### src/verilog/riscvPkg.sv
package riscvPkg;

    typedef logic [31:0] dataWord;
    typedef logic [4:0] regIndex;

    // RV32I major opcodes kept by the core
    typedef enum logic [6:0]
    {
        opcodeLoad   = 7'b0000011,
        opcodeOpImm  = 7'b0010011,
        opcodeAuipc  = 7'b0010111,
        opcodeStore  = 7'b0100011,
        opcodeOp     = 7'b0110011,
        opcodeLui    = 7'b0110111,
        opcodeBranch = 7'b1100011,
        opcodeJalr   = 7'b1100111,
        opcodeJal    = 7'b1101111,
        opcodeSystem = 7'b1110011
    } opcodeKind;

    typedef enum logic [3:0]
    {
        aluAdd, aluSub, aluSll, aluSlt, aluSltu,
        aluXor, aluSrl, aluSra, aluOr, aluAnd
    } aluOp;

    typedef enum logic [1:0] {srcAPc, srcAOldPc, srcAReg, srcAZero} srcASel;
    typedef enum logic [1:0] {srcBReg, srcBImm, srcBFour} srcBSel;
    typedef enum logic [1:0] {wbResult, wbMemory, wbPc} wbSel;
    typedef enum logic [2:0] {immI, immS, immB, immU, immJ} immFormat;

    typedef enum logic [2:0]
    {
        stateReset,
        stateFetch,
        stateDecode,
        stateExecute,
        stateMemory,
        stateWriteBack,
        stateTrapped
    } coreState;

    // ADDI x0, x0, 0
    localparam dataWord nopWord = 32'h0000_0013;

endpackage

### src/verilog/coreCtrlIf.sv
interface coreCtrlIf;
    import riscvPkg::*;

    // Register load enables
    logic pcWrite;
    logic irWrite;
    logic oldPcWrite;
    logic mdrWrite;
    logic resultWrite;
    logic regWrite;

    // Mux selects and ALU control
    srcASel srcA;
    srcBSel srcB;
    aluOp op;
    immFormat format;
    wbSel wbSource;
    logic dataAddress;

    // Status back to the FSM
    dataWord instruction;
    logic branchTaken;

    modport controller
    (
        output pcWrite, irWrite, oldPcWrite, mdrWrite, resultWrite, regWrite,
        output srcA, srcB, op, format, wbSource, dataAddress,
        input  instruction, branchTaken
    );

    modport datapath
    (
        input  pcWrite, irWrite, oldPcWrite, mdrWrite, resultWrite, regWrite,
        input  srcA, srcB, op, format, wbSource, dataAddress,
        output instruction, branchTaken
    );

endinterface

### src/verilog/registerFile.sv
module registerFile
(
    input  logic clk,
    input  logic reset,
    input  riscvPkg::regIndex readIndexA,
    input  riscvPkg::regIndex readIndexB,
    input  riscvPkg::regIndex writeIndex,
    input  logic writeEnable,
    input  riscvPkg::dataWord writeData,
    output riscvPkg::dataWord readDataA,
    output riscvPkg::dataWord readDataB
);
    import riscvPkg::*;

    dataWord registers [32];

    // x0 is cleared by reset and never written
    always_ff @(posedge clk)
    begin
        if (reset)
        begin
            for (int i = 0; i < 32; i++)
                registers[i] <= '0;
        end
        else if (writeEnable && writeIndex != '0)
            registers[writeIndex] <= writeData;
    end

    assign readDataA = registers[readIndexA];
    assign readDataB = registers[readIndexB];

    assert property (@(posedge clk) disable iff (reset) readIndexA == '0 |-> readDataA == '0);

endmodule

### src/verilog/alu.sv
module alu
(
    input  riscvPkg::aluOp op,
    input  riscvPkg::dataWord operandA,
    input  riscvPkg::dataWord operandB,
    input  logic [2:0] branchFunct,
    output riscvPkg::dataWord result,
    output logic branchTaken
);
    import riscvPkg::*;

    logic [4:0] shiftAmount;
    logic equal;
    logic lessSigned;
    logic lessUnsigned;

    assign shiftAmount = operandB[4:0];
    assign equal = (operandA == operandB);
    assign lessSigned = ($signed(operandA) < $signed(operandB));
    assign lessUnsigned = (operandA < operandB);

    always_comb
    begin
        case (op)
            aluSub: result = operandA - operandB;
            aluSll: result = operandA << shiftAmount;
            aluSlt: result = {31'b0, lessSigned};
            aluSltu: result = {31'b0, lessUnsigned};
            aluXor: result = operandA ^ operandB;
            aluSrl: result = operandA >> shiftAmount;
            aluSra: result = dataWord'($signed(operandA) >>> shiftAmount);
            aluOr: result = operandA | operandB;
            aluAnd: result = operandA & operandB;
            default: result = operandA + operandB;
        endcase
    end

    // funct3 of BEQ, BNE, BLT, BGE, BLTU, BGEU
    always_comb
    begin
        case (branchFunct)
            3'b000: branchTaken = equal;
            3'b001: branchTaken = !equal;
            3'b100: branchTaken = lessSigned;
            3'b101: branchTaken = !lessSigned;
            3'b110: branchTaken = lessUnsigned;
            3'b111: branchTaken = !lessUnsigned;
            default: branchTaken = 1'b0;
        endcase
    end

endmodule

### src/verilog/immGen.sv
module immGen
(
    input  riscvPkg::dataWord instruction,
    input  riscvPkg::immFormat format,
    output riscvPkg::dataWord immediate
);
    import riscvPkg::*;

    logic sign;

    assign sign = instruction[31];

    always_comb
    begin
        case (format)
            immS: immediate = {{20{sign}}, instruction[31:25], instruction[11:7]};
            immB: immediate = {{20{sign}}, instruction[7], instruction[30:25],
                               instruction[11:8], 1'b0};
            immU: immediate = {instruction[31:12], 12'b0};
            immJ: immediate = {{12{sign}}, instruction[19:12], instruction[20],
                               instruction[30:21], 1'b0};
            // I format, also the fallback
            default: immediate = {{20{sign}}, instruction[31:20]};
        endcase
    end

endmodule

### src/verilog/controller.sv
module controller
(
    input  logic clk,
    input  logic reset,
    input  logic memReady,
    output logic memEnable,
    output logic memWrite,
    output logic trap,
    coreCtrlIf.controller ctrl
);
    import riscvPkg::*;

    coreState state;
    coreState nextState;
    opcodeKind opcode;
    aluOp decodedOp;
    logic legal;
    logic branchPending;

    //////////////////////////////////////////////////
    // Instruction decode
    //////////////////////////////////////////////////

    assign opcode = opcodeKind'(ctrl.instruction[6:0]);

    always_comb
    begin
        case (opcode)
            opcodeOp, opcodeOpImm, opcodeLoad, opcodeStore, opcodeBranch,
            opcodeJal, opcodeJalr, opcodeLui, opcodeAuipc:
                legal = 1'b1;
            default:
                legal = 1'b0;
        endcase
    end

    // Bit 30 picks SUB and SRA, only SRAI among immediate ops
    always_comb
    begin
        case (ctrl.instruction[14:12])
            3'b000: decodedOp = (opcode == opcodeOp && ctrl.instruction[30]) ? aluSub : aluAdd;
            3'b001: decodedOp = aluSll;
            3'b010: decodedOp = aluSlt;
            3'b011: decodedOp = aluSltu;
            3'b100: decodedOp = aluXor;
            3'b101: decodedOp = ctrl.instruction[30] ? aluSra : aluSrl;
            3'b110: decodedOp = aluOr;
            default: decodedOp = aluAnd;
        endcase
    end

    always_comb
    begin
        case (opcode)
            opcodeStore: ctrl.format = immS;
            opcodeBranch: ctrl.format = immB;
            opcodeLui, opcodeAuipc: ctrl.format = immU;
            opcodeJal: ctrl.format = immJ;
            default: ctrl.format = immI;
        endcase
    end

    //////////////////////////////////////////////////
    // State register
    //////////////////////////////////////////////////

    always_ff @(posedge clk)
    begin
        if (reset)
        begin
            state <= stateReset;
            branchPending <= 1'b0;
        end
        else
        begin
            state <= nextState;
            // Compare result is held until execute needs the ALU for the target
            if (state == stateDecode)
                branchPending <= ctrl.branchTaken;
        end
    end

    assign trap = (state == stateTrapped);

    //////////////////////////////////////////////////
    // Control outputs and next state
    //////////////////////////////////////////////////

    always_comb
    begin
        nextState = state;
        memEnable = 1'b0;
        memWrite = 1'b0;
        ctrl.pcWrite = 1'b0;
        ctrl.irWrite = 1'b0;
        ctrl.oldPcWrite = 1'b0;
        ctrl.mdrWrite = 1'b0;
        ctrl.resultWrite = 1'b0;
        ctrl.regWrite = 1'b0;
        ctrl.srcA = srcAReg;
        ctrl.srcB = srcBImm;
        ctrl.op = aluAdd;
        ctrl.wbSource = wbResult;
        ctrl.dataAddress = 1'b0;

        case (state)
            stateReset:
                nextState = stateFetch;
            stateFetch:
            begin
                memEnable = 1'b1;
                ctrl.srcA = srcAPc;
                ctrl.srcB = srcBFour;
                if (memReady)
                begin
                    ctrl.irWrite = 1'b1;
                    ctrl.oldPcWrite = 1'b1;
                    ctrl.pcWrite = 1'b1;
                    nextState = stateDecode;
                end
            end
            stateDecode:
            begin
                // Branches compare A with B here, jumps form the link
                ctrl.srcB = srcBReg;
                if (opcode == opcodeJal || opcode == opcodeJalr)
                begin
                    ctrl.srcA = srcAOldPc;
                    ctrl.srcB = srcBFour;
                    ctrl.resultWrite = 1'b1;
                end
                nextState = legal ? stateExecute : stateTrapped;
            end
            stateExecute:
            begin
                ctrl.resultWrite = 1'b1;
                nextState = stateWriteBack;
                case (opcode)
                    opcodeOp:
                    begin
                        ctrl.srcB = srcBReg;
                        ctrl.op = decodedOp;
                    end
                    opcodeOpImm:
                        ctrl.op = decodedOp;
                    opcodeLui:
                        ctrl.srcA = srcAZero;
                    opcodeAuipc:
                        ctrl.srcA = srcAOldPc;
                    opcodeLoad, opcodeStore:
                        nextState = stateMemory;
                    opcodeBranch:
                    begin
                        ctrl.srcA = srcAOldPc;
                        ctrl.resultWrite = 1'b0;
                        ctrl.pcWrite = branchPending;
                        nextState = stateFetch;
                    end
                    default:
                    begin
                        // JAL or JALR, link stays in the result register
                        if (opcode == opcodeJal)
                            ctrl.srcA = srcAOldPc;
                        ctrl.resultWrite = 1'b0;
                        ctrl.pcWrite = 1'b1;
                    end
                endcase
            end
            stateMemory:
            begin
                memEnable = 1'b1;
                memWrite = (opcode == opcodeStore);
                ctrl.dataAddress = 1'b1;
                if (memReady)
                begin
                    ctrl.mdrWrite = (opcode == opcodeLoad);
                    nextState = (opcode == opcodeLoad) ? stateWriteBack : stateFetch;
                end
            end
            stateWriteBack:
            begin
                ctrl.regWrite = 1'b1;
                if (opcode == opcodeLoad)
                    ctrl.wbSource = wbMemory;
                nextState = stateFetch;
            end
            default:
                nextState = stateTrapped;
        endcase
    end

    // Trap holds and the bus stays quiet until reset
    assert property (@(posedge clk) disable iff (reset) trap |=> trap && !memEnable);
    assert property (@(posedge clk) disable iff (reset) memWrite |-> memEnable);

endmodule

### src/verilog/datapath.sv
module datapath
#(
    parameter riscvPkg::dataWord resetAddress = '0
)
(
    input  logic clk,
    input  logic reset,
    output riscvPkg::dataWord memAddress,
    output riscvPkg::dataWord memWriteData,
    input  riscvPkg::dataWord memReadData,
    coreCtrlIf.datapath ctrl
);
    import riscvPkg::*;

    dataWord pc;
    dataWord oldPc;
    dataWord ir;
    dataWord mdr;
    dataWord regA;
    dataWord regB;
    dataWord result;
    dataWord immediate;
    dataWord aluA;
    dataWord aluB;
    dataWord aluResult;
    dataWord readDataA;
    dataWord readDataB;
    dataWord writeData;
    regIndex readIndexA;
    regIndex readIndexB;

    //////////////////////////////////////////////////
    // Architectural registers
    //////////////////////////////////////////////////

    always_ff @(posedge clk)
    begin
        if (reset)
        begin
            pc <= resetAddress;
            ir <= nopWord;
        end
        else
        begin
            // Bit 0 dropped for JALR targets
            if (ctrl.pcWrite)
                pc <= {aluResult[31:1], 1'b0};
            if (ctrl.irWrite)
                ir <= memReadData;
        end
    end

    always_ff @(posedge clk)
    begin
        if (ctrl.oldPcWrite)
            oldPc <= pc;
        if (ctrl.mdrWrite)
            mdr <= memReadData;
        if (ctrl.resultWrite)
            result <= aluResult;
        regA <= readDataA;
        regB <= readDataB;
    end

    // Operands follow the incoming word so A and B are valid in decode
    assign readIndexA = ctrl.irWrite ? memReadData[19:15] : ir[19:15];
    assign readIndexB = ctrl.irWrite ? memReadData[24:20] : ir[24:20];

    registerFile regs
    (
        .clk(clk),
        .reset(reset),
        .readIndexA(readIndexA),
        .readIndexB(readIndexB),
        .writeIndex(ir[11:7]),
        .writeEnable(ctrl.regWrite),
        .writeData(writeData),
        .readDataA(readDataA),
        .readDataB(readDataB)
    );

    immGen immediates
    (
        .instruction(ir),
        .format(ctrl.format),
        .immediate(immediate)
    );

    //////////////////////////////////////////////////
    // Operand and write-back muxes
    //////////////////////////////////////////////////

    always_comb
    begin
        case (ctrl.srcA)
            srcAPc: aluA = pc;
            srcAOldPc: aluA = oldPc;
            srcAReg: aluA = regA;
            default: aluA = '0;
        endcase

        case (ctrl.srcB)
            srcBReg: aluB = regB;
            srcBImm: aluB = immediate;
            default: aluB = 32'd4;
        endcase

        case (ctrl.wbSource)
            wbMemory: writeData = mdr;
            wbPc: writeData = pc;
            default: writeData = result;
        endcase
    end

    alu arith
    (
        .op(ctrl.op),
        .operandA(aluA),
        .operandB(aluB),
        .branchFunct(ir[14:12]),
        .result(aluResult),
        .branchTaken(ctrl.branchTaken)
    );

    assign ctrl.instruction = ir;
    assign memAddress = ctrl.dataAddress ? result : pc;
    assign memWriteData = regB;

    assert property (@(posedge clk) disable iff (reset) pc[1:0] == 2'b00);

endmodule

### src/verilog/riscvCore.sv
module riscvCore
#(
    parameter riscvPkg::dataWord resetAddress = '0
)
(
    input  logic clk,
    input  logic reset,
    output logic trap,
    output logic memEnable,
    output logic memWrite,
    output riscvPkg::dataWord memAddress,
    output riscvPkg::dataWord memWriteData,
    input  riscvPkg::dataWord memReadData,
    input  logic memReady
);

    coreCtrlIf ctrlBus ();

    controller controlUnit
    (
        .clk(clk),
        .reset(reset),
        .memReady(memReady),
        .memEnable(memEnable),
        .memWrite(memWrite),
        .trap(trap),
        .ctrl(ctrlBus.controller)
    );

    datapath #(.resetAddress(resetAddress)) dataUnit
    (
        .clk(clk),
        .reset(reset),
        .memAddress(memAddress),
        .memWriteData(memWriteData),
        .memReadData(memReadData),
        .ctrl(ctrlBus.datapath)
    );

endmodule

### config.mk
export PLATFORM = sky130hd
export DESIGN_NAME = riscvCore
export DESIGN_NICKNAME = d
export VERILOG_FILES = /design/src/verilog/riscvPkg.sv /design/src/verilog/coreCtrlIf.sv /design/src/verilog/registerFile.sv /design/src/verilog/alu.sv /design/src/verilog/immGen.sv /design/src/verilog/controller.sv /design/src/verilog/datapath.sv /design/src/verilog/riscvCore.sv
export SDC_FILE = /design/constraint.sdc
export NUM_CORES = 2
export LEC_CHECK = 0
export ABC_CLOCK_PERIOD_IN_PS = 6300
export BUFFER_PORTS_ARGS = -buffer_cell sky130_fd_sc_hd__buf_2
export CAP_MARGIN = 20
export CORE_MARGIN = 3
export CORE_UTILIZATION = 45
export DETAILED_ROUTE_END_ITERATION = 6
export SLEW_MARGIN = 20
export SYNTH_ARGS = -nofsm -noshare
export SYNTH_HDL_FRONTEND = slang
export SYNTH_SLANG_ARGS = --single-unit
### constraint.sdc
create_clock -name clk -period 6.3 [get_ports clk]
set_input_delay 0.63 -clock clk [delete_from_list [all_inputs] [get_ports clk]]
set_output_delay 0.63 -clock clk [all_outputs]
set_load 0.005 [all_outputs]
==> flow_metrics.env <==
export IMPL_die_height_um=410
export IMPL_leakagePower_nw=30.5
export IMPL_dieArea_mm2=0.168
export IMPL_path_delay_family="simple AND/OR/NAND/NOR gates"
export IMPL_setup_viol=0
export IMPL_dieWidth_um=410
export IMPL_drt_total_wl_um=358000
export IMPL_layout_cells_most_common="nand2_1"
export IMPL_timing_rr_end="dataUnit.result[29]$_DFFE_PP_"
export IMPL_dp_slack_ns=0.316
export IMPL_drv_cap=0
export IMPL_rrSetupSlack_ns=0.28
export IMPL_finalHoldViolCount=0
export IMPL_cts_tree="yes"
export IMPL_design_portCount=102
export IMPL_grt_pass1_wl_um=498000
export IMPL_synth_edf_count=1119
export IMPL_synth_cells=8084
export IMPL_critPathCaptureType="register"
export IMPL_clk_insertion_delay_late_ns=0.83
export IMPL_power_switching_mw=9.14
export IMPL_start_kind="register"
export IMPL_final_setup_tns_ns=0
export IMPL_status="finished clean"
export IMPL_arrival_ns=6.52
export IMPL_synth_area_mm2=0.0735
export IMPL_io_buffer_count=101
export IMPL_clock_power_share_pct=33.9
export IMPL_cts_setup_buffers=0
export IMPL_switching_share_pct=35.7
export IMPL_syn_area_per_cell_um2=9.09
export IMPL_cpMostUsedCell="buf_4"
export IMPL_grt_remaining_overflow=0
export IMPL_synthArstFlopShare_pct=0
export IMPL_post_route_min_period_ns=6.02
export IMPL_clockRootBuffer="clkbuf_16"
export IMPL_core_mm2=0.161
export IMPL_r2r_start="dataUnit.ctrl.instruction[3]$_SDFFE_PP0P_"
export IMPL_max_stage_delay_ns=0.56
export IMPL_ir_worst_vdd_mv=0.336
export IMPL_via_per_inst=6.77
export IMPL_synth_ff_type="edfxtp_1"
export IMPL_finalCritPeriodShare_pct=95.5
export IMPL_ys_seq_area_share_pct=49.3
export IMPL_grt_pass1_vias=65100
export IMPL_cts_buffers=145
export IMPL_relSlewSlack_pct=15.9
export IMPL_met2_wirelength_um=156000
export IMPL_wl_met1_um=138000
export IMPL_path_cells="or4b_4 > a21oi_4 > o31a_1 > buf_4 > nor2_2 > nor2_1 > buf_4 > ha_1 > a21o_1 > a21oi_1 > nor4b_1 > o22ai_1 > buf_4 > or4_1 > a21oi_1 > buf_4 > nor4b_1 > buf_4 > o31a_1 > o311a_1 > nor3_1 > a41oi_1"
export IMPL_crit_path_max_fanout=15
export IMPL_hp_class="in -> reg"
export IMPL_powerDensity_mw_per_mm2=306
export IMPL_min_from="memReadData[0]"
export IMPL_grt_setup_unrepaired="no"
export IMPL_htree_levels=4
export IMPL_yosysUniqueCellTypes=99
export IMPL_nets=8186
export IMPL_clockBufferDepth=3
export IMPL_drtIter0Drc=10200
export IMPL_hpwl_um=244000
export IMPL_path_class="reg -> reg"
export IMPL_drive_above_1_share_pct=12.4
export IMPL_tightest_slew_ns=1.25
export IMPL_holdPathEnd="dataUnit.mdr[0]$_DFFE_PP_"
export IMPL_wl_met3_um=39600
export IMPL_ant_nets=0
export IMPL_area_growth_pct=14.0
export IMPL_dr_pass1_iters=7
export IMPL_p_int_mw=16.5
export IMPL_fmax_mhz=166
export IMPL_initial_core_util_pct=45.5
export IMPL_clock_sinks=1250
export IMPL_fin_skew_ns=0.0570
export IMPL_clkTransAtPathRegs_ns=0.06
export IMPL_synth_warning_count=0
export IMPL_reg2reg_depth=22
export IMPL_highest_layer="met5"
export IMPL_grt_max_degree=90
export IMPL_combPwrFrac_pct=26.9
export IMPL_post_route_drc_count=0
export IMPL_final_max_slew_viol_count=0
export IMPL_cpMaxStageDelayCell="or4b_4"
export IMPL_grt_use_total_pct=41.4
export IMPL_final_cell_mix="nand2_1, nor2_1, edfxtp_1"
export IMPL_rows=147
export IMPL_grt_antenna_before_repair=32
export IMPL_synth_seq_cells=1250
export IMPL_gp_congestion=1.11
export IMPL_seqPwrFrac_pct=39.2
export IMPL_vias=70000
export IMPL_holdPathStages=1
export IMPL_cp_required_ns=6.80
export IMPL_avgRoutedWirePerCell_um=34.6
export IMPL_crit_buf_inv=5
export IMPL_setup_slack_ns=0.284
## layer usage
metal,up-vias,GRT usage (%)
met5,-,0
met4,26,23.9
met3,1012,9.60
met2,4777,62.4
met1,34700,54.7
li1,29500,-
## flip-flops by register name, summed over array words and instances, names as in the netlist
name,flops
controlUnit.branchPending,1
controlUnit.state,3
dataUnit.ctrl.instruction,32
dataUnit.mdr,32
dataUnit.memWriteData,32
dataUnit.oldPc,31
dataUnit.pc,31
dataUnit.regA,32
dataUnit.regs.registers,1024
dataUnit.result,32
## layout make-up
| class | instances | area (µm²) |
|---|---|---|
| Multi-Input combinational cell | 5935 | 34600 |
| Inverter | 117 | 440 |
| Clock buffer | 176 | 3840 |
| Clock inverter | 87 | 972 |
| Antenna cell | 22 | 55.1 |
| Tap cell | 2160 | 2700 |
| Fill cell | 14800 | 77500 |
| Timing Repair Buffer | 603 | 4960 |
| Sequential cell | 1250 | 36200 |
## kinds of logic (layout without fill, tap and decap cells)
kind of cell / count (synthesis) / count (layout) / synth area share [%]
and+or+nand+nor: 3382 / 3382 / 20.3
AOI/OAI and AO/OA: 2275 / 2275 / 21.8
DFF: 1250 / 1250 / 49.3
buffers and inverters: 930 / 983 / 4.87
muxes: 120 / 120 / 1.73
adders and majority gates: 99 / 99 / 1.71
xor gates and xnor gates: 27 / 27 / 0.322
other: 1 / 54 / 0.00510
## synth_stat cells (22+ instances only)
cell / number / area (µm²)
a21o_1: 80 / 601
mux2i_1: 83 / 831
a311oi_1: 269 / 2360
inv_1: 112 / 420
and3_1: 22 / 138
dfxtp_1: 131 / 2620
clkbuf_1: 713 / 2680
nor3_1: 61 / 305
a211oi_1: 774 / 5810
a31oi_1: 289 / 1810
mux2_2: 35 / 394
o211ai_1: 31 / 233
edfxtp_1: 1119 / 33600
a22oi_1: 24 / 180
nor2_1: 1191 / 4470
nand2b_1: 46 / 288
xnor2_1: 23 / 201
nand2_1: 1308 / 4910
and2_1: 528 / 3300
o221ai_1: 27 / 236
buf_2: 27 / 135
ha_1: 97 / 1210
nand3_1: 95 / 475
o21a_1: 32 / 240
o21ai_0: 130 / 651
buf_1: 62 / 233
a21oi_1: 409 / 2050
## how the worst max path moves through the flow
| stage | from | end | slack (ns) | depth (start not counted) |
|---|---|---|---|---|
| floorplan | dataUnit.ctrl.instruction[1]$_SDFFE_PP1P_ | controlUnit.branchPending$_SDFFE_PP0P_ | 0.50 | 25 |
| global placement | dataUnit.ctrl.instruction[6]$_SDFFE_PP0P_ | dataUnit.result[30]$_DFFE_PP_ | 0.15 | 21 |
| detailed placement | dataUnit.ctrl.instruction[4]$_SDFFE_PP1P_ | dataUnit.result[0]$_DFFE_PP_ | 0.32 | 22 |
| CTS | dataUnit.ctrl.instruction[4]$_SDFFE_PP1P_ | dataUnit.result[0]$_DFFE_PP_ | 0.22 | 22 |
| global route | controlUnit.state[1]$_SDFFE_PP0P_ | dataUnit.result[31]$_DFFE_PP_ | 0.08 | 22 |
| finish | dataUnit.ctrl.instruction[3]$_SDFFE_PP0P_ | dataUnit.result[29]$_DFFE_PP_ | 0.28 | 22 |
## what timing repair did
item | in CTS | in global routing
resized for setup | 0 | 3
endpoints found under the hold margin | 4 | 0
endpoints found under the setup margin | 0 | 5
hold buffers | 4 | 0
## per-stage QoR
step | hold WS, ns | instances | power [mW] | cell area (µm²) | utilization (%)
floorplan | 0.440 | 8115 | 13.4 | 73600 | -
global placement | 0.503 | 10100 | 16.8 | 78800 | 48.8
detailed placement | 0.515 | 10100 | 16.8 | 78800 | 48.9
CTS | 0.00179 | 10300 | 25.4 | 83700 | 51.9
global route | 0.00936 | 10300 | 26.2 | 83700 | 51.9
finish | 0.0316 | 10400 | 25.6 | 83800 | 51.9
## power by group through the flow
stage          logic, mW  clock network, mW  registers [mW]
2_1_floorplan       3.59                  0            9.80
3_3_place_gp        6.63                  0            10.2
4_1_cts             6.62               8.72            10.0
5_1_grt             7.13               9.06            10.0
6_report            6.88               8.69            10.0
3_5_place_dp        6.60                  0            10.2
Power figures use the tool's default switching activity.
